## src/rtl/rv_pkg.sv

```systemverilog
package rv_pkg;

    localparam int xlen      = 32;                          // data and address width
    localparam int reg_count = 32;                          // architectural registers x0..x31

    localparam logic [xlen-1:0] reset_vec   = '0;           // first fetch address
    localparam logic [xlen-1:0] instr_bytes = xlen'(4);     // fixed 32-bit instruction size

    // funct3 codes of the alu group, shared by the r and i forms
    localparam logic [2:0] f3_add = 3'b000;                 // add, sub, addi
    localparam logic [2:0] f3_slt = 3'b010;                 // slt, slti
    localparam logic [2:0] f3_or  = 3'b110;                 // or, ori
    localparam logic [2:0] f3_and = 3'b111;                 // and, andi

    typedef enum logic [6:0] {
        op_load   = 7'd3,                                   // lw
        op_imm    = 7'd19,                                  // addi, andi, ori, slti
        op_store  = 7'd35,                                  // sw
        op_r      = 7'd51,                                  // register-register alu
        op_branch = 7'd99,                                  // beq
        op_jal    = 7'd111                                  // jal
    } opcode_e;

    typedef enum logic [1:0] {
        imm_i = 2'd0,                                       // loads and alu immediates
        imm_s = 2'd1,                                       // stores
        imm_b = 2'd2,                                       // branches
        imm_j = 2'd3                                        // jal
    } imm_src_e;

    typedef enum logic [1:0] {
        res_alu = 2'd0,                                     // alu result to rd
        res_mem = 2'd1,                                     // load data to rd
        res_pc4 = 2'd2                                      // link address to rd
    } result_src_e;

    typedef enum logic [1:0] {
        aop_add   = 2'd0,                                   // address calculation
        aop_sub   = 2'd1,                                   // compare for beq
        aop_funct = 2'd2                                    // look at funct3 and funct7
    } alu_op_e;

    typedef enum logic [2:0] {
        alu_add = 3'b000,
        alu_sub = 3'b001,
        alu_and = 3'b010,
        alu_or  = 3'b011,
        alu_slt = 3'b101                                    // signed less-than
    } alu_ctrl_e;

    // one struct per encoding format, msb first, 32 bits each
    typedef struct packed {
        logic [6:0] funct7;                                 // bit 5 marks sub
        logic [4:0] rs2;
        logic [4:0] rs1;
        logic [2:0] funct3;
        logic [4:0] rd;
        opcode_e    opcode;
    } r_fmt_t;

    typedef struct packed {
        logic [11:0] imm;                                   // imm[11:0]
        logic [4:0]  rs1;
        logic [2:0]  funct3;
        logic [4:0]  rd;
        opcode_e     opcode;
    } i_fmt_t;

    typedef struct packed {
        logic [6:0] imm_hi;                                 // imm[11:5]
        logic [4:0] rs2;
        logic [4:0] rs1;
        logic [2:0] funct3;
        logic [4:0] imm_lo;                                 // imm[4:0]
        opcode_e    opcode;
    } s_fmt_t;

    typedef struct packed {
        logic       imm_12;                                 // sign bit
        logic [5:0] imm_10_5;
        logic [4:0] rs2;
        logic [4:0] rs1;
        logic [2:0] funct3;
        logic [3:0] imm_4_1;
        logic       imm_11;
        opcode_e    opcode;
    } b_fmt_t;

    typedef struct packed {
        logic       imm_20;                                 // sign bit
        logic [9:0] imm_10_1;
        logic       imm_11;
        logic [7:0] imm_19_12;
        logic [4:0] rd;
        opcode_e    opcode;
    } j_fmt_t;

    typedef union packed {
        r_fmt_t r;
        i_fmt_t i;
        s_fmt_t s;
        b_fmt_t b;
        j_fmt_t j;
    } instr_t;                                              // one word, five views

    typedef struct packed {
        logic        pc_src;                                // take pc+imm
        result_src_e result_src;
        logic        mem_write;
        logic        alu_src;                               // immediate as operand b
        imm_src_e    imm_src;
        logic        reg_write;
        alu_op_e     alu_op;
    } ctrl_t;

    typedef struct packed {
        logic            we;
        logic [xlen-1:0] addr;                              // byte address, word aligned
        logic [xlen-1:0] wdata;
    } dmem_req_t;

    // control word of an unknown opcode, no state changes at all
    localparam ctrl_t ctrl_nop = '{
        pc_src:     1'b0,
        result_src: res_alu,
        mem_write:  1'b0,
        alu_src:    1'b0,
        imm_src:    imm_i,
        reg_write:  1'b0,
        alu_op:     aop_add
    };

endpackage

```

## src/rtl/imm_extend.sv

```systemverilog
module imm_extend import rv_pkg::*; (
    input  instr_t          instr,                  // raw instruction word
    input  imm_src_e        imm_src,                // which format to read
    output logic [xlen-1:0] imm                     // sign-extended immediate
);

    always_comb begin
        case (imm_src)
            imm_i: imm = {{(xlen-12){instr.i.imm[11]}}, instr.i.imm};
            imm_s: imm = {{(xlen-12){instr.s.imm_hi[6]}}, instr.s.imm_hi, instr.s.imm_lo};
            imm_b: begin                            // bit 0 always zero
                imm = {{(xlen-12){instr.b.imm_12}}, instr.b.imm_11,
                       instr.b.imm_10_5, instr.b.imm_4_1, 1'b0};
            end
            imm_j: begin                            // 21-bit offset, halfword granular
                imm = {{(xlen-20){instr.j.imm_20}}, instr.j.imm_19_12,
                       instr.j.imm_11, instr.j.imm_10_1, 1'b0};
            end
            default: begin
                imm = '0;
            end
        endcase
    end

endmodule

```

## config.mk

```make
export PLATFORM = sky130hd
export DESIGN_NAME = imm_extend
export DESIGN_NICKNAME = d
export VERILOG_FILES = /design/src/rtl/rv_pkg.sv /design/src/rtl/imm_extend.sv
export SDC_FILE = /design/constraint.sdc
export NUM_CORES = 1
export LEC_CHECK = 0
export ABC_CLOCK_PERIOD_IN_PS = 850
export BUFFER_PORTS_ARGS = -buffer_cell sky130_fd_sc_hd__buf_4
export CAP_MARGIN = 10
export CORE_AREA = 2 2 39 41
export DETAILED_ROUTE_END_ITERATION = 12
export DIE_AREA = 0 0 41 43
export GPL_ROUTABILITY_DRIVEN = 0
export PLACE_DENSITY = 0.8
export SYNTH_ARGS = -nofsm -noshare
export SYNTH_HDL_FRONTEND = slang
export SYNTH_SLANG_ARGS = --single-unit
```

## constraint.sdc

```tcl
create_clock -name vclk -period 0.85
set_input_delay 0.0425 -clock vclk [all_inputs]
set_output_delay 0.0425 -clock vclk [all_outputs]
set_load 0.005 [all_outputs]
```

# Word level (Yosys, flattened, before mapping)
# Index checks and enable logic that the tools add are counted.
# word_totals
regBits	0
inputBits	34
output_inout_bits	32
elab_cells	5
# op_classes
n_eq_ne	3
mux	1
n_reduce_logical	1
# ops
operator	count
32-bit case mux with 4 select lines	1
2-bit equality test, second input constant	2
2-bit by 1-bit equality test with 1-bit output, second input constant	1
2-bit logical NOT	1

# Logic depth before layout (Yosys ltp)
# depth
ltp_word	2
mapped_depth	3
mapped_depth_nobuf	2

# Worst setup path after synthesis
# Ideal clock, no wire load.
# synth_path
path_kind	input-to-output
startpoint	input imm_src[0]
endpoint	output imm[1]
arrival_time_ns	0.614
required_ns	0.808
slack_ns	0.193
stages	2
n_path_buf	0
cell_sequence	xor2_2 mux2_2
# synth_via
elab_chain_cells	2
elab_cells_between_ends	5
classes_between	eq/ne: 3; mux: 1; reduce/logical: 1
# synth_rtl
element	line	text
from (decl)	imm_extend.sv:3	input imm_src_e imm_src,
2-bit equality test (tied with other cells)	imm_extend.sv:8	case (imm_src)
32-bit case mux with 4 select lines (*)	imm_extend.sv:8	
to (decl)	imm_extend.sv:4	output logic [xlen-1:0] imm
# Mark *: on every way between the ends. The rest lies on a longest branch, timed or not. The select of a mux whose other input is x is not followed.

# Worst setup path after layout
# layout_path
startpoint	input imm_src[0]
endpoint	output imm[3]
# The elaborated chain is that of the path after synthesis.

==> impl_metrics.env <==
export IMPL_drtIter0Drc=2
export IMPL_overflow=0
export IMPL_die_area_um2=1760
export IMPL_drcViolationCount=0
export IMPL_holdWs_ns=0.0850
export IMPL_io_pins=66
export IMPL_run_status="complete, but fails checks"
export IMPL_p_comb_share_pct=100.0
export IMPL_peakVddDrop_uv=197
export IMPL_nets=107
export IMPL_p_total_w=0.000403
export IMPL_die_w_um=41
export IMPL_violations="negative setup slack"
export IMPL_dp_cells=87
export IMPL_die_y_um=43
export IMPL_rsz0062_at_grt="true"
export IMPL_slowest_stage="mux2_4"
export IMPL_avgSynthCellArea_um2=8.28
export IMPL_first_pass_iters=3
export IMPL_antenna_found_initial=0
export IMPL_p_switching_w=0.000130
export IMPL_antenna_left=0
export IMPL_yosysSeqAreaShare_pct=0
export IMPL_sw_frac_of_total_pct=32.4
export IMPL_hp_class="in2out"
export IMPL_power_frac_clock_pct=0
export IMPL_crit_chain="buf_8 -> xor2_4 -> mux2_4 -> buf_6"
export IMPL_yosys_warnings=0
export IMPL_antenna_cells=0
export IMPL_hold_viol_final=0
export IMPL_initial_core_util_pct=23.3
export IMPL_max_freq_ghz=1.12
export IMPL_cpPeakStageDelay_ns=0.34
export IMPL_min_period_ns=0.893
export IMPL_worst_ep_arrival_time_ns=0.85
export IMPL_wl_per_cell_um=11.8
export IMPL_nFlopsAndLatches=0
export IMPL_dpl_cell_area_um2=586
export IMPL_finalWorstSetupSlack_ns=-0.0435
export IMPL_grt_pass1_wl_um=1360
export IMPL_area_growth_pct=103
export IMPL_design_area_um2=657
export IMPL_via_per_inst=4.44
export IMPL_syn_inst=39
export IMPL_io_buffer_count=47
export IMPL_layout_drive_gt1_share_pct=93.0
export IMPL_regArea_um2=0
export IMPL_drv_slew=0
export IMPL_synth_cell_type_count=9
export IMPL_start_kind="primary input"
export IMPL_wl_um=1020
export IMPL_synth_fp_nets=73
export IMPL_worst_setup_path_type="in2out"
export IMPL_rows=14
export IMPL_post_route_period_util_pct=105
export IMPL_final_cell_count_no_fill=87
export IMPL_maxCapViolations=0
export IMPL_cts_setup_buffers=0
export IMPL_slew_headroom_pct=84.2
export IMPL_crit_required_ns=0.81
export IMPL_worstMarginPinSlew_ns=0.237
export IMPL_num_vias=386
export IMPL_finalSetupViolCount=4
export IMPL_first_global_vias=348
export IMPL_dp_hpwl_um=819
export IMPL_netlist_area_um2=323
export IMPL_pwr_share_seq_pct=0
export IMPL_powerDensity_nw_per_um2=614
export IMPL_core_um2=1380
export IMPL_path_max_fanout=4
export IMPL_grt_max_degree=14
export IMPL_crit_path_end_kind="output pin"
export IMPL_ctsHoldBuffers=0
export IMPL_intPower_w=0.000273
export IMPL_grtUsageTotal_pct=10.6
export IMPL_leakagePower_nw=0.353
export IMPL_clkbuf_count=0
-- routing by layer --
| metal | wire [µm] | up-vias | GRT usage, % |
|---|---|---|---|
| met4 | 0 | 0 | 0.667 |
| li1 | - | 186 | - |
| met2 | 539 | 28 | 20.9 |
| met3 | 154 | 0 | 1.05 |
| met1 | 329 | 172 | 11.4 |
| met5 | 0 | - | 0 |
-- worst paths after layout --
check	from	endpoint	slack, ns	cells after the start
setup / recovery	imm_src[0]	imm[3]	-0.04	4
hold / removal	instr[27]	imm[7]	0.09	0
-- logic make-up (layout without fill, tap and decap cells) --
group	count (synthesis)	count (layout)	synth area share (%)
AND/OR/NAND/NOR	2	2	2.33
multiplexers	6	6	20.2
AO/OA/AOI/OAI	10	10	26.7
buffers and inverters	20	52	45.7
XOR/XNOR	1	1	5.04
-- layout make-up --
class / count / area, µm²
fill: 138 / 727
timing repair buffer: 52 / 428
multi-input combinational: 19 / 209
tap: 16 / 20.0
-- metrics by stage --
step                      util, %  setup WS, ns  TNS (ns)
after global routing         47.5       -0.0647    -0.328
final                        47.5       -0.0435    -0.141
after CTS                    46.9       -0.0444    -0.156
after global placement       42.3       -0.0865    -0.782
after floorplan                 -         0.193         0
after detailed placement     42.3        -0.135     -1.02
-- power by group through the flow --
stage | clock network (W) | logic (W) | registers, W
floorplan | 0 | 0.000177 | 0
global placement | 0 | 0.000345 | 0
detailed placement | 0 | 0.000350 | 0
CTS | 0 | 0.000402 | 0
global route | 0 | 0.000433 | 0
finish | 0 | 0.000403 | 0
-- Yosys cell counts --
master,count,area [µm²]
mux2_2,4,45.0
a31o_2,8,70.1
a21oi_1,1,5.00
a21boi_2,1,11.3
xor2_2,1,16.3
buf_4,19,143
mux2i_1,2,20.0
buf_2,1,5.00
nor2_1,2,7.51
-- repair_timing --
| action | CTS | global route |
|---|---|---|
| endpoints found under the hold margin | 0 | 0 |
| pin swaps | 1 | 1 |
| resized for setup | 14 | 2 |
| endpoints found under the setup margin | 12 | 12 |
-- cells in the final DEF (no fill, tap or decap) --
cell / netlist / routed
a21boi_4: 0 / 1
a21oi_1: 1 / 1
a31o_2: 8 / 8
buf_4: 19 / 44
buf_6: 0 / 6
buf_8: 0 / 2
mux2_4: 0 / 4
mux2i_1: 2 / 2
nor2_1: 2 / 2
xor2_4: 0 / 1
-- critical path, delay by kind of cell --
family	cells	cell delay, ns
mux	1	0.34
buf+inv	2	0.23
xor+xnor	1	0.25
(Power assumes the default switching activity.)
