**config.mk**
```make
export PLATFORM = sky130hd
export DESIGN_NAME = main_decoder
export DESIGN_NICKNAME = d
export VERILOG_FILES = /design/src/rtl/rv_pkg.sv /design/src/rtl/main_decoder.sv
export SDC_FILE = /design/constraint.sdc
export NUM_CORES = 1
export LEC_CHECK = 0
export ABC_AREA = 1
export BUFFER_PORTS_ARGS = -buffer_cell sky130_fd_sc_hd__buf_2
export CELL_PAD_IN_SITES_DETAIL_PLACEMENT = 1
export CELL_PAD_IN_SITES_GLOBAL_PLACEMENT = 2
export CORE_AREA = 2 2 39 41
export DETAILED_ROUTE_END_ITERATION = 8
export DIE_AREA = 0 0 41 43
export GPL_TIMING_DRIVEN = 0
export PLACE_DENSITY_LB_ADDON = 0.1
export SLEW_MARGIN = 20
export SYNTH_ARGS = -nofsm -noshare
export SYNTH_HDL_FRONTEND = slang
export SYNTH_SLANG_ARGS = --single-unit
export TNS_END_PERCENT = 30
```
**constraint.sdc**
```tcl
create_clock -name vclk -period 1
set_input_delay 0.2 -clock vclk [all_inputs]
set_output_delay 0.2 -clock vclk [all_outputs]
set_load 0.02 [all_outputs]
```
**src/rtl/rv_pkg.sv**
```systemverilog
package rv_pkg;

    localparam int xlen      = 32;                          // data and address width
    localparam int reg_count = 32;                          // architectural registers x0..x31

    localparam logic [xlen-1:0] reset_vec   = '0;           // first fetch address
    localparam logic [xlen-1:0] instr_bytes = xlen'(4);     // fixed 32-bit instruction size

    // funct3 codes of the alu group, shared by the r and i forms
    localparam logic [2:0] f3_add = 3'b000;                 // add, sub, addi
    localparam logic [2:0] f3_slt = 3'b010;                 // slt, slti
    localparam logic [2:0] f3_or  = 3'b110;                 // or, ori
    localparam logic [2:0] f3_and = 3'b111;                 // and, andi

    typedef enum logic [6:0] {
        op_load   = 7'd3,                                   // lw
        op_imm    = 7'd19,                                  // addi, andi, ori, slti
        op_store  = 7'd35,                                  // sw
        op_r      = 7'd51,                                  // register-register alu
        op_branch = 7'd99,                                  // beq
        op_jal    = 7'd111                                  // jal
    } opcode_e;

    typedef enum logic [1:0] {
        imm_i = 2'd0,                                       // loads and alu immediates
        imm_s = 2'd1,                                       // stores
        imm_b = 2'd2,                                       // branches
        imm_j = 2'd3                                        // jal
    } imm_src_e;

    typedef enum logic [1:0] {
        res_alu = 2'd0,                                     // alu result to rd
        res_mem = 2'd1,                                     // load data to rd
        res_pc4 = 2'd2                                      // link address to rd
    } result_src_e;

    typedef enum logic [1:0] {
        aop_add   = 2'd0,                                   // address calculation
        aop_sub   = 2'd1,                                   // compare for beq
        aop_funct = 2'd2                                    // look at funct3 and funct7
    } alu_op_e;

    typedef enum logic [2:0] {
        alu_add = 3'b000,
        alu_sub = 3'b001,
        alu_and = 3'b010,
        alu_or  = 3'b011,
        alu_slt = 3'b101                                    // signed less-than
    } alu_ctrl_e;

    // one struct per encoding format, msb first, 32 bits each
    typedef struct packed {
        logic [6:0] funct7;                                 // bit 5 marks sub
        logic [4:0] rs2;
        logic [4:0] rs1;
        logic [2:0] funct3;
        logic [4:0] rd;
        opcode_e    opcode;
    } r_fmt_t;

    typedef struct packed {
        logic [11:0] imm;                                   // imm[11:0]
        logic [4:0]  rs1;
        logic [2:0]  funct3;
        logic [4:0]  rd;
        opcode_e     opcode;
    } i_fmt_t;

    typedef struct packed {
        logic [6:0] imm_hi;                                 // imm[11:5]
        logic [4:0] rs2;
        logic [4:0] rs1;
        logic [2:0] funct3;
        logic [4:0] imm_lo;                                 // imm[4:0]
        opcode_e    opcode;
    } s_fmt_t;

    typedef struct packed {
        logic       imm_12;                                 // sign bit
        logic [5:0] imm_10_5;
        logic [4:0] rs2;
        logic [4:0] rs1;
        logic [2:0] funct3;
        logic [3:0] imm_4_1;
        logic       imm_11;
        opcode_e    opcode;
    } b_fmt_t;

    typedef struct packed {
        logic       imm_20;                                 // sign bit
        logic [9:0] imm_10_1;
        logic       imm_11;
        logic [7:0] imm_19_12;
        logic [4:0] rd;
        opcode_e    opcode;
    } j_fmt_t;

    typedef union packed {
        r_fmt_t r;
        i_fmt_t i;
        s_fmt_t s;
        b_fmt_t b;
        j_fmt_t j;
    } instr_t;                                              // one word, five views

    typedef struct packed {
        logic        pc_src;                                // take pc+imm
        result_src_e result_src;
        logic        mem_write;
        logic        alu_src;                               // immediate as operand b
        imm_src_e    imm_src;
        logic        reg_write;
        alu_op_e     alu_op;
    } ctrl_t;

    typedef struct packed {
        logic            we;
        logic [xlen-1:0] addr;                              // byte address, word aligned
        logic [xlen-1:0] wdata;
    } dmem_req_t;

    // control word of an unknown opcode, no state changes at all
    localparam ctrl_t ctrl_nop = '{
        pc_src:     1'b0,
        result_src: res_alu,
        mem_write:  1'b0,
        alu_src:    1'b0,
        imm_src:    imm_i,
        reg_write:  1'b0,
        alu_op:     aop_add
    };

endpackage

```
**src/rtl/main_decoder.sv**
```systemverilog
module main_decoder import rv_pkg::*; (
    input  opcode_e opcode,                         // low 7 bits of the instruction
    input  logic    eq,                             // alu zero flag for beq
    output ctrl_t   ctrl                            // control word for the datapath
);

    always_comb begin
        case (opcode)
            op_r: begin
                ctrl.pc_src     = 1'b0;
                ctrl.result_src = res_alu;          // alu result back to rd
                ctrl.mem_write  = 1'b0;
                ctrl.alu_src    = 1'b0;             // rs2 as operand b
                ctrl.imm_src    = imm_i;            // unused here
                ctrl.reg_write  = 1'b1;
                ctrl.alu_op     = aop_funct;
            end
            op_load: begin
                ctrl.pc_src     = 1'b0;
                ctrl.result_src = res_mem;          // load data back to rd
                ctrl.mem_write  = 1'b0;
                ctrl.alu_src    = 1'b1;             // base plus offset
                ctrl.imm_src    = imm_i;
                ctrl.reg_write  = 1'b1;
                ctrl.alu_op     = aop_add;
            end
            op_imm: begin
                ctrl.pc_src     = 1'b0;
                ctrl.result_src = res_alu;
                ctrl.mem_write  = 1'b0;
                ctrl.alu_src    = 1'b1;
                ctrl.imm_src    = imm_i;
                ctrl.reg_write  = 1'b1;
                ctrl.alu_op     = aop_funct;        // andi, ori and slti need funct3
            end
            op_store: begin
                ctrl.pc_src     = 1'b0;
                ctrl.result_src = res_alu;          // don't care, no write-back
                ctrl.mem_write  = 1'b1;
                ctrl.alu_src    = 1'b1;
                ctrl.imm_src    = imm_s;
                ctrl.reg_write  = 1'b0;
                ctrl.alu_op     = aop_add;
            end
            op_branch: begin
                ctrl.pc_src     = eq;               // taken only on equal
                ctrl.result_src = res_alu;
                ctrl.mem_write  = 1'b0;
                ctrl.alu_src    = 1'b0;             // compare rs1 with rs2
                ctrl.imm_src    = imm_b;
                ctrl.reg_write  = 1'b0;
                ctrl.alu_op     = aop_sub;
            end
            op_jal: begin
                ctrl.pc_src     = 1'b1;             // unconditional
                ctrl.result_src = res_pc4;          // link address
                ctrl.mem_write  = 1'b0;
                ctrl.alu_src    = 1'b1;
                ctrl.imm_src    = imm_j;
                ctrl.reg_write  = 1'b1;
                ctrl.alu_op     = aop_add;          // alu result not used
            end
            default: begin
                ctrl = ctrl_nop;                    // illegal word behaves as a nop
            end
        endcase
    end

endmodule

```
## Word-level counts from Yosys, hierarchy flattened

Cells that the tools add are included.

- Mux-type cells: 1
- Equal/unequal tests: 6

Operator list:

| operator | number |
|---|---|
| $pmux W10 S6 | 1 |
| $eq A7 B6 Y1 const B | 2 |
| $eq A7 B7 Y1 const B | 2 |
| $eq A7 B2 Y1 const B | 1 |
| $eq A7 B5 Y1 const B | 1 |

- Logic and storage cells: 7
- Output and inout bits: 10
- Input bits: 8
- Flip-flop bits (word level): 0

## Logic depth before layout (Yosys ltp)

- Depth in word-level cells: 2
- Gate-level depth with buffers: 6
- Depth with buffers taken out: 6

## Worst setup path before layout

No wires, ideal clock.

- Path kind: in2out
- Start: input opcode[3]
- End: output ctrl[9] (netlist bit)
- Required time: 0.800 ns
- Arrival: 0.941 ns
- Stages: 5
- Setup slack: -0.141 ns
- Buffers on the path: 0
- Cells stage by stage: nor2_2 -> nand2_2 -> nor2_2 -> nand2_1 -> o21ai_1

RTL lines:

| what | RTL line | RTL |
|---|---|---|
| start, declared | main_decoder.sv:2 | `input opcode_e opcode,` |
| end, declared | main_decoder.sv:4 | `output ctrl_t ctrl` |

==> flow_summary.json <==
{
  "post-route-drc-count": 0,
  "cp_num_buf_inv": 4,
  "vdd_ir_drop_max_v": 0.000104,
  "drt-pass1-iter-count": 2,
  "timing.final.setup_violations": 8,
  "utilization_pct": 34.8,
  "preCtsSetupSlack_ns": -0.242,
  "regArea_um2": 0,
  "postCtsHoldBufs": 0,
  "critical-path-top-delay-family": "buffers and inverters",
  "worst_slew_margin_rel_pct": 89.6,
  "dp.final_hpwl_um": 514,
  "failing_checks": "negative setup slack",
  "timing_worst_slew_pin_value_ns": 0.156,
  "outcome": "finished, violations left",
  "vias_in_the_first_global_route": 252,
  "floorplan.die.width_um": 41,
  "slew_violations": 0,
  "clockBufferCount": 0,
  "cells_traversed_along_the_worst_timing_path": "buf_8, nor2_4, buf_4, nand4_1, inv_1, buf_6",
  "maxCapViolations": 0,
  "io_pins": 18,
  "timing.final.ws_setup_ns": -0.117,
  "worst_ep_required_time_ns": 0.80,
  "final_cell_count_no_fill": 67,
  "die_height_um": 43,
  "routed_wl_um": 573,
  "wire_per_inst_um": 8.55,
  "hold_class": "input pin to primary output",
  "floorplan.rows": 14,
  "timing.setup.critical_path_class": "input pin to primary output",
  "finalCritPeriodShare_pct": 112,
  "io_buffers": 18,
  "critical_path.endpoint_type": "primary output",
  "synth_cell_types": 12,
  "syn_avg_cell_area_um2": 4.79,
  "antenna_violations_before_repair": 0,
  "maximum_achievable_frequency_ghz": 0.896,
  "proportion_of_layout_cells_with_a_drive_suffix_above_1_pct": 88.2,
  "detail_route.vias_per_cell": 3.93,
  "numSequentialCells": 0,
  "grt_usage_pct": 7.49,
  "layout_common_cells": "sky130_fd_sc_hd__buf_6, sky130_fd_sc_hd__nor2_4, sky130_fd_sc_hd__nand2_2, sky130_fd_sc_hd__buf_4",
  "grt_start_max_net_pins": 6,
  "vias": 263,
  "startpoint_type": "input pin",
  "grt.overflow.total": 0,
  "nets": 61,
  "timing.hold.worst.start": "eq",
  "starting_density_of_the_core_pct": 10.0,
  "final_report_hold_violation_count": 0,
  "period_minus_slack_ns": 1.12,
  "critPathLaunch": "opcode[3]",
  "cp_max_fo": 2,
  "antenna_cells_inserted": 0,
  "synthesis.nets": 37,
  "cpMaxStageDelayCell": "sky130_fd_sc_hd__nor2_4",
  "design.core.area_um2": 1380,
  "placed_area_um2": 280,
  "dp_cells": 63,
  "post_synth_instance_area_um2": 139,
  "detail_route.iter0.violations": 1,
  "critical_path_arrival_ns": 0.92,
  "critPathMaxStageDelay_ns": 0.16,
  "synthCells": 29,
  "synth.yosys.seq_area_share_pct": 0,
  "mostFrequentLayoutCell": "sky130_fd_sc_hd__buf_6",
  "leakage_power_nw": 0.224,
  "synth_warnings": 0,
  "gpl_wtd_cong": 0.656,
  "grt_pass1_wl_mm": 1.01,
  "rsz0062_at_grt": "yes",
  "pwr_density_cell_nw_per_um2": 257,
  "ant_nets": 0,
  "final_area_um2": 482,
  "area.growth.synth_to_final_pct": 247,
  "dieArea_um2": 1760
}
[through the flow]
step                TNS [ns]   power, W  hold slack (ns)
floorplan             -0.160  0.0000345            0.547
global placement       -1.37  0.0000619            0.722
detailed placement     -1.47  0.0000638            0.734
CTS                   -0.653   0.000115            0.706
global route           -1.03   0.000133            0.726
finish                -0.661   0.000124            0.693
[report_power, final]
| group | internal (W) | switching (W) |
|---|---|---|
| registers | 0 | 0 |
| logic | 0.0000610 | 0.0000626 |
| clock network | 0 | 0 |
| total | 0.0000610 | 0.0000626 |
[what timing repair did]
action | CTS | global route
resized for setup | 39 | 11
setup buffers | 2 | 2
pin swaps | 8 | 8
setup endpoints to repair | 10 | 10
[cells in the mapped netlist (all sizes together)]
| cell type | instances | share of area (%) |
|---|---|---|
| a21oi | 1 | 3.6 |
| nand3 | 2 | 11 |
| o21ai | 1 | 3.6 |
| inv | 5 | 14 |
| nor2 | 9 | 33 |
| or2 | 1 | 4.5 |
| nand4 | 1 | 4.5 |
| nand2 | 9 | 26 |
[area by class of cell]
cell class,count,area (um^2)
fillers,168,902
repair buffers,22,220
multi-input cells,24,215
well taps,16,20.0
inverters,5,26.3
[layer usage]
layer  GRT usage, %  wire length, um  vias up
met2           12.2              301       11
met1           11.4              228      119
met3              0               43        0
met5              0                0        -
li1               -                -      133
met4              0                0        0
[kinds of logic after synthesis]
| kind of cell | share of synthesized area [%] |
|---|---|
| compound gates | 7.20 |
| simple gates | 79.3 |
| buf+inv | 13.5 |
[path summary, 6_finish.rpt]
path,endpoint,slack [ns],cells past startpoint
min,ctrl[9],0.69,4
max,ctrl[1],-0.12,6
(Power assumes the default switching activity.)
