`src/rtl/rv_pkg.sv`:
```
package rv_pkg;

    localparam int xlen      = 32;                          // data and address width
    localparam int reg_count = 32;                          // architectural registers x0..x31

    localparam logic [xlen-1:0] reset_vec   = '0;           // first fetch address
    localparam logic [xlen-1:0] instr_bytes = xlen'(4);     // fixed 32-bit instruction size

    // funct3 codes of the alu group, shared by the r and i forms
    localparam logic [2:0] f3_add = 3'b000;                 // add, sub, addi
    localparam logic [2:0] f3_slt = 3'b010;                 // slt, slti
    localparam logic [2:0] f3_or  = 3'b110;                 // or, ori
    localparam logic [2:0] f3_and = 3'b111;                 // and, andi

    typedef enum logic [6:0] {
        op_load   = 7'd3,                                   // lw
        op_imm    = 7'd19,                                  // addi, andi, ori, slti
        op_store  = 7'd35,                                  // sw
        op_r      = 7'd51,                                  // register-register alu
        op_branch = 7'd99,                                  // beq
        op_jal    = 7'd111                                  // jal
    } opcode_e;

    typedef enum logic [1:0] {
        imm_i = 2'd0,                                       // loads and alu immediates
        imm_s = 2'd1,                                       // stores
        imm_b = 2'd2,                                       // branches
        imm_j = 2'd3                                        // jal
    } imm_src_e;

    typedef enum logic [1:0] {
        res_alu = 2'd0,                                     // alu result to rd
        res_mem = 2'd1,                                     // load data to rd
        res_pc4 = 2'd2                                      // link address to rd
    } result_src_e;

    typedef enum logic [1:0] {
        aop_add   = 2'd0,                                   // address calculation
        aop_sub   = 2'd1,                                   // compare for beq
        aop_funct = 2'd2                                    // look at funct3 and funct7
    } alu_op_e;

    typedef enum logic [2:0] {
        alu_add = 3'b000,
        alu_sub = 3'b001,
        alu_and = 3'b010,
        alu_or  = 3'b011,
        alu_slt = 3'b101                                    // signed less-than
    } alu_ctrl_e;

    // one struct per encoding format, msb first, 32 bits each
    typedef struct packed {
        logic [6:0] funct7;                                 // bit 5 marks sub
        logic [4:0] rs2;
        logic [4:0] rs1;
        logic [2:0] funct3;
        logic [4:0] rd;
        opcode_e    opcode;
    } r_fmt_t;

    typedef struct packed {
        logic [11:0] imm;                                   // imm[11:0]
        logic [4:0]  rs1;
        logic [2:0]  funct3;
        logic [4:0]  rd;
        opcode_e     opcode;
    } i_fmt_t;

    typedef struct packed {
        logic [6:0] imm_hi;                                 // imm[11:5]
        logic [4:0] rs2;
        logic [4:0] rs1;
        logic [2:0] funct3;
        logic [4:0] imm_lo;                                 // imm[4:0]
        opcode_e    opcode;
    } s_fmt_t;

    typedef struct packed {
        logic       imm_12;                                 // sign bit
        logic [5:0] imm_10_5;
        logic [4:0] rs2;
        logic [4:0] rs1;
        logic [2:0] funct3;
        logic [3:0] imm_4_1;
        logic       imm_11;
        opcode_e    opcode;
    } b_fmt_t;

    typedef struct packed {
        logic       imm_20;                                 // sign bit
        logic [9:0] imm_10_1;
        logic       imm_11;
        logic [7:0] imm_19_12;
        logic [4:0] rd;
        opcode_e    opcode;
    } j_fmt_t;

    typedef union packed {
        r_fmt_t r;
        i_fmt_t i;
        s_fmt_t s;
        b_fmt_t b;
        j_fmt_t j;
    } instr_t;                                              // one word, five views

    typedef struct packed {
        logic        pc_src;                                // take pc+imm
        result_src_e result_src;
        logic        mem_write;
        logic        alu_src;                               // immediate as operand b
        imm_src_e    imm_src;
        logic        reg_write;
        alu_op_e     alu_op;
    } ctrl_t;

    typedef struct packed {
        logic            we;
        logic [xlen-1:0] addr;                              // byte address, word aligned
        logic [xlen-1:0] wdata;
    } dmem_req_t;

    // control word of an unknown opcode, no state changes at all
    localparam ctrl_t ctrl_nop = '{
        pc_src:     1'b0,
        result_src: res_alu,
        mem_write:  1'b0,
        alu_src:    1'b0,
        imm_src:    imm_i,
        reg_write:  1'b0,
        alu_op:     aop_add
    };

endpackage

```
`src/rtl/alu.sv`:
```
module alu import rv_pkg::*; (
    input  logic [xlen-1:0] a,                      // rs1
    input  logic [xlen-1:0] b,                      // rs2 or immediate
    input  alu_ctrl_e       alu_ctrl,
    output logic [xlen-1:0] result,
    output logic            zero                    // eq for beq
);

    logic lt;                                       // signed a < b

    assign lt = $signed(a) < $signed(b);

    always_comb begin
        case (alu_ctrl)
            alu_add: result = a + b;
            alu_sub: result = a - b;                // also the beq compare
            alu_and: result = a & b;
            alu_or:  result = a | b;
            alu_slt: result = {{(xlen-1){1'b0}}, lt};
            default: result = '0;
        endcase
    end

    assign zero = (result == '0);

endmodule

```
`config.mk`:
```
export PLATFORM = sky130hd
export DESIGN_NAME = alu
export DESIGN_NICKNAME = d
export VERILOG_FILES = /design/src/rtl/rv_pkg.sv /design/src/rtl/alu.sv
export SDC_FILE = /design/constraint.sdc
export NUM_CORES = 1
export LEC_CHECK = 0
export BUFFER_PORTS_ARGS = -buffer_cell sky130_fd_sc_hd__buf_4
export CORE_UTILIZATION = 39
export DETAILED_ROUTE_END_ITERATION = 8
export PLACE_DENSITY = 0.55
export SLEW_MARGIN = 10
export SYNTH_ARGS = -nofsm -noshare
export SYNTH_HDL_FRONTEND = slang
export SYNTH_SLANG_ARGS = --single-unit
```
`constraint.sdc`:
```
create_clock -name vclk -period 3.4
set_clock_uncertainty 0.1 [all_clocks]
set_input_delay 0 -clock vclk [all_inputs]
set_output_delay 0 -clock vclk [all_outputs]
set_load 0.1 [all_outputs]
```
## Word level (Yosys, flattened, before mapping)

Cells that the tools add are included.

| word-level totals | value |
|---|---|
| flip-flop bits (word level) | 0 |
| bits in latches | 0 |
| bits in writable memories | 0 |
| bits in read-only memories | 0 |
| input port bits | 67 |
| output and inout bits | 33 |
| logic and storage cells | 12 |
| memories kept | 0 |

| operators by class | value |
|---|---|
| add/sub/neg operators | 2 |
| multipliers | 0 |
| divide/modulo/power cells | 0 |
| order comparisons | 1 |
| eq/ne operators | 4 |
| shift operators | 0 |
| muxes and demuxes | 1 |
| bitwise operators | 2 |
| reduce and logical (&&, ||, !) cells | 2 |

Operator list:

| kind | count |
|---|---|
| $pmux W32 S5 | 1 |
| $add A32 B32 Y32 | 1 |
| $and A32 B32 Y32 | 1 |
| $logic_not A32 Y1 | 1 |
| $lt A32 B32 Y1 | 1 |
| $or A32 B32 Y32 | 1 |
| $sub A32 B32 Y32 | 1 |
| $eq A3 B2 Y1 const B | 2 |
| $eq A3 B1 Y1 const B | 1 |
| $eq A3 B3 Y1 const B | 1 |
| $logic_not A3 Y1 | 1 |

## Logic depth before layout (Yosys ltp)

| depth | value |
|---|---|
| depth after elaboration | 3 |
| gate-level depth with buffers | 14 |

## Least setup slack after synthesis

OpenSTA, ideal clock, no wires.

| timing | value |
|---|---|
| path type | input-to-output |
| start | input b[4] |
| end | output zero |
| data arrival time | 6.202 ns |
| data required time | 3.300 ns |
| path slack | -2.902 ns |
| cell stages on the path | 13 |
| path through | inv_1 -> ha_1 -> clkbuf_1 -> nor2_1 -> o211ai_1 -> a21oi_1 -> o21ai_1 -> o31ai_1 -> o311ai_0 -> nor4_4 -> nand4b_1 -> nor4_1 -> and4b_1 |

| between the ends | value |
|---|---|
| longest elaborated chain between the ends | 3 |
| elaborated cells between the ends (all ways) | 7 |

Ends and longest elaborated chain:

| what | RTL line | source |
|---|---|---|
| start, declared | alu.sv:3 | `input logic [xlen-1:0] b,` |
| $sub A32 B32 Y32 or $add A32 B32 Y32 (tied branches) | alu.sv:16, alu.sv:15 |  |
| $pmux W32 S5 * | alu.sv:14 | `case (alu_ctrl)` |
| net result[13] | alu.sv:5 | `output logic [xlen-1:0] result,` |
| $logic_not A32 Y1 * | alu.sv:24 | `assign zero = (result == '0);` |
| end, declared | alu.sv:6 | `output logic zero` |

Mark *: on every way through the listed nets, which the timed path passes. The rest lies on a longest branch.

## Worst setup path in the final report

| timing | value |
|---|---|
| start | input b[9] |
| end | output zero |

| between the ends | value |
|---|---|
| longest elaborated chain between the ends | 3 |
| elaborated cells between the ends (all ways) | 7 |

Ends and longest elaborated chain:

| what | RTL line | source |
|---|---|---|
| $sub A32 B32 Y32 (tied with other cells) | alu.sv:16 | `alu_sub: result = a - b;` |
| $pmux W32 S5 * | alu.sv:14 |  |
| $logic_not A32 Y1 * | alu.sv:24 |  |

Every way passes the cells marked *; elsewhere a longest branch is shown, timed or not.

==> flow_summary_export.csv <==
group,metric,value,unit
power_and_ir_drop,p_clk_share,0,%
global_routing,grt_first_pass_wirelength,37200,µm
drt,dr_wl_met2,10600,µm
die,rows,43,
drt,routed_wirelength,23400,µm
sta,rsz0062_at_grt,"true",
worst_setup_path,worstSetupPathType,"input pin to output pin",
sta,final.period_utilization,107,%
power_and_ir_drop,leakagePower,4.29,nW
sta,setup_slack,-0.228,ns
cells_and_area,regArea,0,µm²
drt,wl_per_cell,17.8,µm
drt,met1Wirelength,10800,µm
drt,wl_met3,1600,µm
worst_setup_path,setup.worst_path.end_class,"output pin",
sta,final_max_slew_viol_count,0,
power_and_ir_drop,power,1.93,mW
power_and_ir_drop,power_density,225,nW/µm²
power_and_ir_drop,switching_share,60.6,%
place,io_buffers,100,
place,dp_hpwl,19500,µm
cells_and_area,drive_above_1_share,37.5,%
sta,fmax,0.276,GHz
sta,setup_viol,1,
outcome,status,"finished with violations",
power_and_ir_drop,combPwrFrac,100.0,%
sta,setup_tns,-0.228,ns
die,start_util,39.9,%
outcome,violations,"setup timing",
cells_and_area,utilization,61.7,%
die,die-width,121,µm
cells_and_area,nets,1318,
cells_and_area,n_sequential_cell,0,
job,cap_violations,0,
die,pin_count,100,
power_and_ir_drop,p_sw,1.17,mW
synth,yosysWarnings,0,
global_routing,gr-total-overflow,0,
power_and_ir_drop,irDropWorstVdd,250,µV
synth,syn_area,5530,µm²
power_and_ir_drop,pwr-share-seq,0,%
sta,finalCriticalPeriod,3.63,ns
worst_setup_path,path_max_fanout,4,
synth,syn-num-nets,1010,
drt,highest_layer,"met4",
drt,vias,7548,
synth,ys_types,85,
die,core_area,13900,µm²
drt,drcViolationCount,0,
global_routing,grt_max_degree,33,
drt,ant_nets,0,
cells_and_area,syn2layout_area_growth,54.9,%
synth,avgSynthCellArea,6.63,µm²
worst_setup_path,cp.required,3.30,ns
sta,tightest_slew,0.651,ns
worst_setup_path,crit_arrival,3.53,ns
cells_and_area,nClkBuffers,0,
die,die_area,14700,µm²
synth,ys_seq_area_share,0,%
cells_and_area,diodes,0,
sta,relSlewSlack,56.6,%
synth,syn_inst,834,
global_routing,grt_pass1_vias,7353,
sta,hold_violations,0,
worst_setup_path,setup.worst_path.start_class,"input pin",
power_and_ir_drop,p_int,0.759,mW
place,place_congestion,0.972,
die,die-height,121,µm
global_routing,antenna_found_initial,0,
sta,worst_hold_slack,0.406,ns
min_path,hp-class,"input pin to output pin",
drt,via_per_inst,5.72,
drt,drt-pass1-iter-count,5,
drt,drtIter0Drc,588,
global_routing,grt_usage,31.8,%
-- critical path, stage by stage --
cell and delay [ns]:
buf_4 0.08, inv_1 0.04, ha_1 0.29, or4_4 0.57, or4_4 0.51, nor2_4 0.14
o2bb2ai_2 0.12, or3_1 0.32, nand3_1 0.09, a21oi_1 0.09, a221oi_1 0.27, buf_4 0.17
o221ai_4 0.09, nor4_2 0.26, and4b_2 0.29, buf_12 0.18
-- path summary, 6_finish.rpt --
| check | from | endpoint | depth (start not counted) |
|---|---|---|---|
| worst max-delay path | b[9] | zero | 16 |
| worst min-delay path | alu_ctrl[2] | result[1] | 3 |
-- metal layers --
layer | global-route usage [%] | up-vias
li1 | - | 3644
met1 | 44.1 | 3565
met2 | 52.0 | 292
met3 | 3.71 | 47
met4 | 7.87 | 0
met5 | 0 | -
-- stage by stage --
step	worst slack, ns	area [µm²]	instances
after floorplan	-0.531	5630	834
after global placement	-0.477	8340	1315
after detailed placement	-0.434	8340	1315
after CTS	-0.241	8390	1315
after global routing	-0.379	8570	1320
final	-0.228	8570	1320
-- cell usage in the layout, fill, tap and decap left out, drive strengths merged, types with 4 or more instances in the layout --
cell type  instances
o211ai            16
xor2               4
o311ai             4
nand4             10
a211oi            17
a2111oi            4
o2111ai            4
nand2b            16
a31o               5
and2               8
nor2b             19
a41oi              4
o21ai             45
nor2              88
a221oi            10
o2111a             4
ha               107
a221o              4
buf              351
a21oi             72
o221ai             6
or4                4
o22ai              7
o2bb2ai            6
xnor2              8
o31ai             13
nand3             24
inv              100
or3                4
o21a               6
nor3              21
nor4              10
o21bai             5
a21o              16
nand2             48
a31oi             10
-- area by class of cell --
class                           instances  area [µm²]
Multi-Input combinational cell        689        5250
Fill cell                            1349        5310
Inverter                              100         375
Timing Repair Buffer                  351        2720
Tap cell                              180         225
-- what timing repair did --
item	in CTS	in global routing
hold buffers	0	0
resized for setup	11	34
gates cloned	0	0
pin swaps	0	12
setup buffers	0	5
setup endpoints to repair	3	8
-- power by group through the flow --
stage / sequential [mW] / combinational [mW] / clock (mW)
2_1_floorplan: 0 / 1.10 / 0
3_3_place_gp: 0 / 1.83 / 0
3_5_place_dp: 0 / 1.85 / 0
4_1_cts: 0 / 1.87 / 0
5_1_grt: 0 / 2.05 / 0
6_report: 0 / 1.93 / 0
-- logic make-up after synthesis --
group           after synthesis  share of synthesized area (%)
compound gates              286                           36.2
xor+xnor                     12                           1.90
mux                           5                           1.20
simple gates                277                           25.8
fa+ha+maj                   109                           24.9
buf+inv                     145                           9.97
-- Yosys cell counts (5+ instances only) --
| master | count | area, µm² |
|---|---|---|
| nand2b_1 | 16 | 100 |
| a31o_2 | 5 | 43.8 |
| nand2_1 | 48 | 180 |
| a21o_1 | 14 | 105 |
| o21ai_0 | 40 | 200 |
| o2bb2ai_1 | 5 | 43.8 |
| a31oi_1 | 10 | 62.6 |
| nor2_1 | 86 | 323 |
| ha_1 | 107 | 1340 |
| o22ai_1 | 7 | 43.8 |
| o21ai_1 | 5 | 25.0 |
| o221ai_1 | 6 | 52.6 |
| nor4_1 | 9 | 56.3 |
| a221oi_1 | 10 | 87.6 |
| o211ai_1 | 16 | 120 |
| nor2b_1 | 19 | 119 |
| nand3_1 | 24 | 120 |
| a211oi_1 | 17 | 128 |
| clkbuf_1 | 43 | 161 |
| and2_1 | 8 | 50.1 |
| nor3_1 | 21 | 105 |
| nand4_1 | 10 | 62.6 |
| o21a_1 | 6 | 45.0 |
| o21bai_1 | 5 | 37.5 |
| inv_1 | 100 | 375 |
| a21oi_1 | 72 | 360 |
| xnor2_1 | 8 | 70.1 |
| o31ai_1 | 12 | 90.1 |
(Power assumes the default switching activity.)
