### src/rtl/rv_pkg.sv
package rv_pkg;

    localparam int xlen      = 32;                          // data and address width
    localparam int reg_count = 32;                          // architectural registers x0..x31

    localparam logic [xlen-1:0] reset_vec   = '0;           // first fetch address
    localparam logic [xlen-1:0] instr_bytes = xlen'(4);     // fixed 32-bit instruction size

    // funct3 codes of the alu group, shared by the r and i forms
    localparam logic [2:0] f3_add = 3'b000;                 // add, sub, addi
    localparam logic [2:0] f3_slt = 3'b010;                 // slt, slti
    localparam logic [2:0] f3_or  = 3'b110;                 // or, ori
    localparam logic [2:0] f3_and = 3'b111;                 // and, andi

    typedef enum logic [6:0] {
        op_load   = 7'd3,                                   // lw
        op_imm    = 7'd19,                                  // addi, andi, ori, slti
        op_store  = 7'd35,                                  // sw
        op_r      = 7'd51,                                  // register-register alu
        op_branch = 7'd99,                                  // beq
        op_jal    = 7'd111                                  // jal
    } opcode_e;

    typedef enum logic [1:0] {
        imm_i = 2'd0,                                       // loads and alu immediates
        imm_s = 2'd1,                                       // stores
        imm_b = 2'd2,                                       // branches
        imm_j = 2'd3                                        // jal
    } imm_src_e;

    typedef enum logic [1:0] {
        res_alu = 2'd0,                                     // alu result to rd
        res_mem = 2'd1,                                     // load data to rd
        res_pc4 = 2'd2                                      // link address to rd
    } result_src_e;

    typedef enum logic [1:0] {
        aop_add   = 2'd0,                                   // address calculation
        aop_sub   = 2'd1,                                   // compare for beq
        aop_funct = 2'd2                                    // look at funct3 and funct7
    } alu_op_e;

    typedef enum logic [2:0] {
        alu_add = 3'b000,
        alu_sub = 3'b001,
        alu_and = 3'b010,
        alu_or  = 3'b011,
        alu_slt = 3'b101                                    // signed less-than
    } alu_ctrl_e;

    // one struct per encoding format, msb first, 32 bits each
    typedef struct packed {
        logic [6:0] funct7;                                 // bit 5 marks sub
        logic [4:0] rs2;
        logic [4:0] rs1;
        logic [2:0] funct3;
        logic [4:0] rd;
        opcode_e    opcode;
    } r_fmt_t;

    typedef struct packed {
        logic [11:0] imm;                                   // imm[11:0]
        logic [4:0]  rs1;
        logic [2:0]  funct3;
        logic [4:0]  rd;
        opcode_e     opcode;
    } i_fmt_t;

    typedef struct packed {
        logic [6:0] imm_hi;                                 // imm[11:5]
        logic [4:0] rs2;
        logic [4:0] rs1;
        logic [2:0] funct3;
        logic [4:0] imm_lo;                                 // imm[4:0]
        opcode_e    opcode;
    } s_fmt_t;

    typedef struct packed {
        logic       imm_12;                                 // sign bit
        logic [5:0] imm_10_5;
        logic [4:0] rs2;
        logic [4:0] rs1;
        logic [2:0] funct3;
        logic [3:0] imm_4_1;
        logic       imm_11;
        opcode_e    opcode;
    } b_fmt_t;

    typedef struct packed {
        logic       imm_20;                                 // sign bit
        logic [9:0] imm_10_1;
        logic       imm_11;
        logic [7:0] imm_19_12;
        logic [4:0] rd;
        opcode_e    opcode;
    } j_fmt_t;

    typedef union packed {
        r_fmt_t r;
        i_fmt_t i;
        s_fmt_t s;
        b_fmt_t b;
        j_fmt_t j;
    } instr_t;                                              // one word, five views

    typedef struct packed {
        logic        pc_src;                                // take pc+imm
        result_src_e result_src;
        logic        mem_write;
        logic        alu_src;                               // immediate as operand b
        imm_src_e    imm_src;
        logic        reg_write;
        alu_op_e     alu_op;
    } ctrl_t;

    typedef struct packed {
        logic            we;
        logic [xlen-1:0] addr;                              // byte address, word aligned
        logic [xlen-1:0] wdata;
    } dmem_req_t;

    // control word of an unknown opcode, no state changes at all
    localparam ctrl_t ctrl_nop = '{
        pc_src:     1'b0,
        result_src: res_alu,
        mem_write:  1'b0,
        alu_src:    1'b0,
        imm_src:    imm_i,
        reg_write:  1'b0,
        alu_op:     aop_add
    };

endpackage

### src/rtl/reg_file.sv
module reg_file import rv_pkg::*; (
    input  logic            clk,
    input  logic            arst_n,
    input  logic [4:0]      rs1_addr,
    input  logic [4:0]      rs2_addr,
    input  logic [4:0]      rd_addr,
    input  logic [xlen-1:0] rd_data,                // write-back value
    input  logic            we,
    output logic [xlen-1:0] rs1_data,
    output logic [xlen-1:0] rs2_data
);

    logic [xlen-1:0] regs [1:reg_count-1];          // x0 has no storage

    always_ff @(posedge clk or negedge arst_n) begin
        if (!arst_n) begin
            for (int k = 1; k < reg_count; k++) begin
                regs[k] <= '0;
            end
        end else if (we && (rd_addr != 5'd0)) begin
            regs[rd_addr] <= rd_data;               // writes to x0 dropped
        end
    end

    // combinational read, new value seen only after the edge
    assign rs1_data = (rs1_addr == 5'd0) ? '0 : regs[rs1_addr];
    assign rs2_data = (rs2_addr == 5'd0) ? '0 : regs[rs2_addr];

endmodule

### config.mk
export PLATFORM = sky130hd
export DESIGN_NAME = reg_file
export DESIGN_NICKNAME = d
export VERILOG_FILES = /design/src/rtl/rv_pkg.sv /design/src/rtl/reg_file.sv
export SDC_FILE = /design/constraint.sdc
export NUM_CORES = 2
export LEC_CHECK = 0
export BUFFER_PORTS_ARGS = -buffer_cell sky130_fd_sc_hd__buf_2
export CORE_MARGIN = 2
export CORE_UTILIZATION = 68
export CTS_CLUSTER_SIZE = 24
export DETAILED_ROUTE_END_ITERATION = 10
export PLACE_DENSITY = 0.95
export SYNTH_ARGS = -nofsm -noshare
export SYNTH_HDL_FRONTEND = slang
export SYNTH_SLANG_ARGS = --single-unit
### constraint.sdc
create_clock -name clk -period 3.6 [get_ports clk]
set_input_delay 0.54 -clock clk [delete_from_list [all_inputs] [get_ports clk]]
set_output_delay 0.54 -clock clk [all_outputs]
set_load 0.02 [all_outputs]
### Word-level counts from Yosys, hierarchy flattened

Index checks and enable logic that the tools add are counted.

* output and inout port bits: 64
* bits of input ports: 50
* register bits: 992

* reductions and logical operators: 5
* mux-type cells: 11
* order comparisons: 4
* bitwise gates (word level): 3

Operators by type and width (number)
* 992-bit bitwise mux: 1
* 32-bit binary-select mux with 5-bit select: 2
* 32-bit two-way mux: 7
* 32-bit demux with 5-bit select: 1
* 6-bit greater-or-equal comparator (second input constant): 3
* 5-bit NOT with 6-bit output: 3
* 5-bit logical NOT: 2
* 6-bit by 1-bit less-than comparator with 1-bit output (second input constant): 1
* 5-bit nonzero test: 1
* 1-bit logical AND: 2

### Depth between registers and ports, before layout

* depth after elaboration: 6
* gate-level depth with buffers: 8
* mapped depth without buffers: 4

### Least setup slack after synthesis

OpenSTA, ideal clock, no wires.

* kind: input to output
* start point: in rs2_addr[0]
* end point: out rs2_data[4]
* stages: 7
* arrival: 2.125 ns
* data required time: 3.060 ns
* slack: 0.935 ns
* buffers on the path: 3
* path through: buf_2 > buf_4 > buf_6 > mux4_2 > mux2i_1 > a22o_1 > a211oi_1

* longest elaborated chain between the ends: 5
* elaborated cells on any way between the ends: 6
* those cells by class: 4 x mux; 1 x bitwise; 1 x reduce/logical

Ends and longest elaborated chain
* start: declaration: line reg_file.sv:5 `input logic [4:0] rs2_addr,`
* 5-bit NOT with 6-bit output (not written as such): line reg_file.sv:27 `assign rs2_data = (rs2_addr == 5'd0) ? '0 : regs[rs2_addr];`
* 32-bit binary-select mux with 5-bit select: line reg_file.sv:27
* 32-bit two-way mux (not written as such) (2 in series): line reg_file.sv:27
* 32-bit two-way mux (*): line reg_file.sv:27
* end: declaration: line reg_file.sv:10 `output logic [xlen-1:0] rs2_data`

Every way passes the cells marked *; elsewhere a longest branch is shown, timed or not. The select of a mux whose other input is x is not followed.

### Final worst setup path

* start point: in rs1_addr[1]
* end point: out rs1_data[17]

* longest elaborated chain between the ends: 5
* elaborated cells on any way between the ends: 6
* those cells by class: 4 x mux; 1 x bitwise; 1 x reduce/logical

Ends and longest elaborated chain
* start: declaration: line reg_file.sv:4 `input logic [4:0] rs1_addr,`
* 5-bit NOT with 6-bit output (not written as such): line reg_file.sv:26 `assign rs1_data = (rs1_addr == 5'd0) ? '0 : regs[rs1_addr];`
* 32-bit binary-select mux with 5-bit select: line reg_file.sv:26
* 32-bit two-way mux (not written as such) (2 in series): line reg_file.sv:26
* 32-bit two-way mux (*): line reg_file.sv:26
* end: declaration: line reg_file.sv:9 `output logic [xlen-1:0] rs1_data,`

Marked as above.

==> summary.md <==
| Metric | Value |
|---|---|
| Status | `complete, no violations` |
| Maximum vdd ir drop | `0.0004521 V` |
| P_leak | `26.10 nW` |
| Crit Path Class | `input port to primary output` |
| WL/cell | `38.30 µm` |
| Relative slew slack | `0.2476` |
| Global-route wire length before repair | `269600 µm` |
| Leading post-synthesis cells by cell area | `dfrtp_1 (46%), mux2_2 (22%), mux4_2 (16%)` |
| Distinct cells, synth | `46` |
| CTS sink count | `992` |
| Final worst-path setup slack | `0.01681 ns` |
| Pins Over Slew Limit | `0` |
| Number of global-route vias before repair | `41400` |
| Worst-Skew Late Latency | `0.68 ns` |
| Clock-pin slew on the worst setup and hold paths | `0.06 ns` |
| Largest Register | `regs` |
| Largest area contributor in the netlist | `dfrtp_1` |
| Post-route minimum period | `3.583 ns` |
| Slowest-stage cell, CP | `a2111oi_0` |
| Mapped Area | `53490 µm²` |
| Total grt overflow | `0` |
| Syn Inst Count | `3612` |
| Top Registers | `regs (992)` |
| CP bufs+invs | `3` |
| Post-route ant nets | `0` |
| Wire length on met2 | `78860 µm` |
| Core Area | `77720 µm²` |
| Post-synth top area share | `0.4641` |
| Pin count of the biggest net entering global routing | `123` |
| EDFF count, synth | `0` |
| Finish-stage setup viols | `0` |
| Post-place setup slack | `0.2812 ns` |
| HP Class | `input port to async pin` |
| CTS buffer count | `100` |
| DRC viols | `0` |
| Max-cap violations | `0` |
| Die W | `284.5 µm` |
| Max Clk Rate | `279.1 MHz` |
| GRT Total Usage | `0.4503` |
| DR iter-0 viols | `6721` |
| Synth async-reset ratio | `1.000` |
| DR WL met3 | `27770 µm` |
| M1 wire length | `56590 µm` |
| Yosys warning total | `0` |
| Clock root buffer master | `clkbuf_16` |
| Die area | `80920 µm²` |
| Fillers | `3732` |
| Final instance area | `59160 µm²` |
| DP Cell Count | `4523` |
| Layout cell share with drive strength beyond 1 | `0.5189` |
| Drt total wl | `180700 µm` |
| Crit path cell chain | `clkbuf_8 -> and2b_2 -> buf_4 -> a221oi_1 -> a2111oi_0 -> or3_1 -> buf_2` |
| Hold_ws | `0.3730 ns` |
| Area grow syn2layout | `10.60%` |
| Count of input and output buffers | `113` |
| WP data arrival | `3.04 ns` |
| Max incr delay on CP | `0.69 ns` |
| Clock Skew | `0 ns` |
| First-pass detailed-route iteration total | `6` |
| Mean Syn Cell Area | `14.81 µm²` |
| Initial antenna violation count | `9` |
| Seq/Total Area, Yosys | `0.4641` |
| Die Ht | `284.5 µm` |
| CTS tree | `done` |
| Nets@finish | `3637` |
| Max FO, Critical Path | `25` |
| Req. time, crit path | `3.06 ns` |
| Reg area | `24820 µm²` |
| Final period utilization | `0.9953` |
| Highest routed layer | `met5` |
| Number of H-tree levels | `3` |
| I/O pin total | `114` |
| Area occupied by multi-input gates | `26900 µm²` |
| CP startpoint kind | `input port` |
| Hpwl dp | `96980 µm` |
| Largest register FFs | `992` |
| Vias | `39100` |
| Yosys reg bits | `992` |
| Num rows | `102` |
| Final hold viol count | `0` |
| Starting Density | `0.6882` |
| Worst-margin pin slew | `1.126 ns` |
| Post-Layout Cell Count | `4718` |
| Top_reg_cell synth | `dfrtp_1` |
| Pwr dens | `583.7 nW/µm²` |
| Crit end category | `primary output` |
| Placed Area | `55510 µm²` |
| Cts repair resizes | `0` |
| Routability cong. | `0.8800` |
| Util after Layout | `0.7612` |
| Synth Net Count | `3662` |
| Vias per Instance | `8.287` |
| Critical path's top delay family | `simple AND/OR/NAND/NOR gates` |
| Max clock buf depth | `3` |
## final cells by class
cell class / count / area share
multi-input cells: 2219 / 0.4547
flip-flops and latches: 992 / 0.4196
clock buffers: 146 / 0.05069
repair buffers: 265 / 0.04171
well taps: 1040 / 0.02200
clock inverters: 40 / 0.01045
inverters: 9 / 0.0005710
diodes: 7 / 0.0002961
## per-stage QoR
step                      power, W  setup TNS, ns
after floorplan            0.01989              0
after global placement     0.02157              0
after detailed placement   0.02224              0
after CTS                  0.03405              0
after global routing       0.03529      -0.004661
final                      0.03453              0
## synth_stat cells (32+ instances only)
library cell,count
a221oi_1,43
a22oi_1,102
buf_2,162
buf_4,38
clkbuf_1,161
dfrtp_1,992
mux2_2,1050
mux2i_1,267
mux4_2,377
nor2_1,33
nor2b_1,44
nor3_1,32
o211ai_1,32
## report_power, final
group          internal (W)  switching [W]  total [W]  leakage [nW]
clock               0.00686        0.00474     0.0116          1.78
sequential           0.0133        0.00207     0.0154          12.7
combinational       0.00412        0.00341    0.00753          11.6
## final timing paths
path                                             from               endpoint  slack [ns]  cells past startpoint
worst max-delay path                      rs1_addr[1]           rs1_data[17]        0.02                      7
worst min-delay path                           arst_n  regs[127]$_DFFE_PN0P_        0.37                      2
worst max register to register  regs[851]$_DFFE_PN0P_  regs[851]$_DFFE_PN0P_        2.69                      1
worst min register to register  regs[770]$_DFFE_PN0P_  regs[770]$_DFFE_PN0P_        0.52                      1
max in group asynchronous                      arst_n  regs[781]$_DFFE_PN0P_        2.11                      4
min in group clk                          rd_data[14]  regs[398]$_DFFE_PN0P_        0.48                      2
## placed cells by master, fill, tap and decap left out, types with 5 or more instances in the layout
| master | count |
|---|---|
| a2111oi_0 | 10 |
| a221o_1 | 17 |
| a221oi_1 | 43 |
| a22oi_1 | 102 |
| and3_1 | 28 |
| buf_12 | 55 |
| buf_2 | 104 |
| buf_4 | 98 |
| buf_8 | 5 |
| bufinv_16 | 15 |
| clkbuf_1 | 17 |
| clkbuf_16 | 103 |
| clkbuf_8 | 27 |
| clkinv_2 | 15 |
| clkinvlp_4 | 5 |
| dfrtp_1 | 992 |
| diode_2 | 7 |
| inv_1 | 7 |
| mux2_1 | 19 |
| mux2_2 | 1050 |
| mux2i_1 | 267 |
| mux4_2 | 377 |
| nand2_1 | 6 |
| nand2_2 | 15 |
| nand2b_1 | 9 |
| nand3_1 | 14 |
| nor2_1 | 21 |
| nor2_4 | 13 |
| nor2b_1 | 39 |
| nor2b_4 | 5 |
| nor3_1 | 32 |
| o211ai_1 | 32 |
| o21a_1 | 8 |
| o21ai_0 | 8 |
| o22a_1 | 16 |
| o22ai_1 | 18 |
| o31a_1 | 28 |
| o32ai_1 | 8 |
| or3_1 | 6 |
## repair_timing
item                                    CTS  global route
endpoints found under the setup margin    0             1
buffers inserted                          0             1
endpoints found under the hold margin    27             0
hold buffers                              1             0
## cells by family (layout without fill, tap and decap cells)
kind of cell,after synthesis,count (layout),share of synthesized area
AO/OA/AOI/OAI,303,303,0.04510
flip-flops,992,992,0.4641
AND/OR/NAND/NOR,203,203,0.02051
multiplexers,1713,1713,0.4337
other,0,7,0
buffers and inverters,401,460,0.03658
## layer usage
metal	vias to the layer above	GRT usage
met3	1397	0.1818
met4	8	0.3536
met1	19570	0.5412
met2	4189	0.6480
li1	13930	-
met5	-	0.004167
Note: power is estimated with default switching activity, not from simulation.
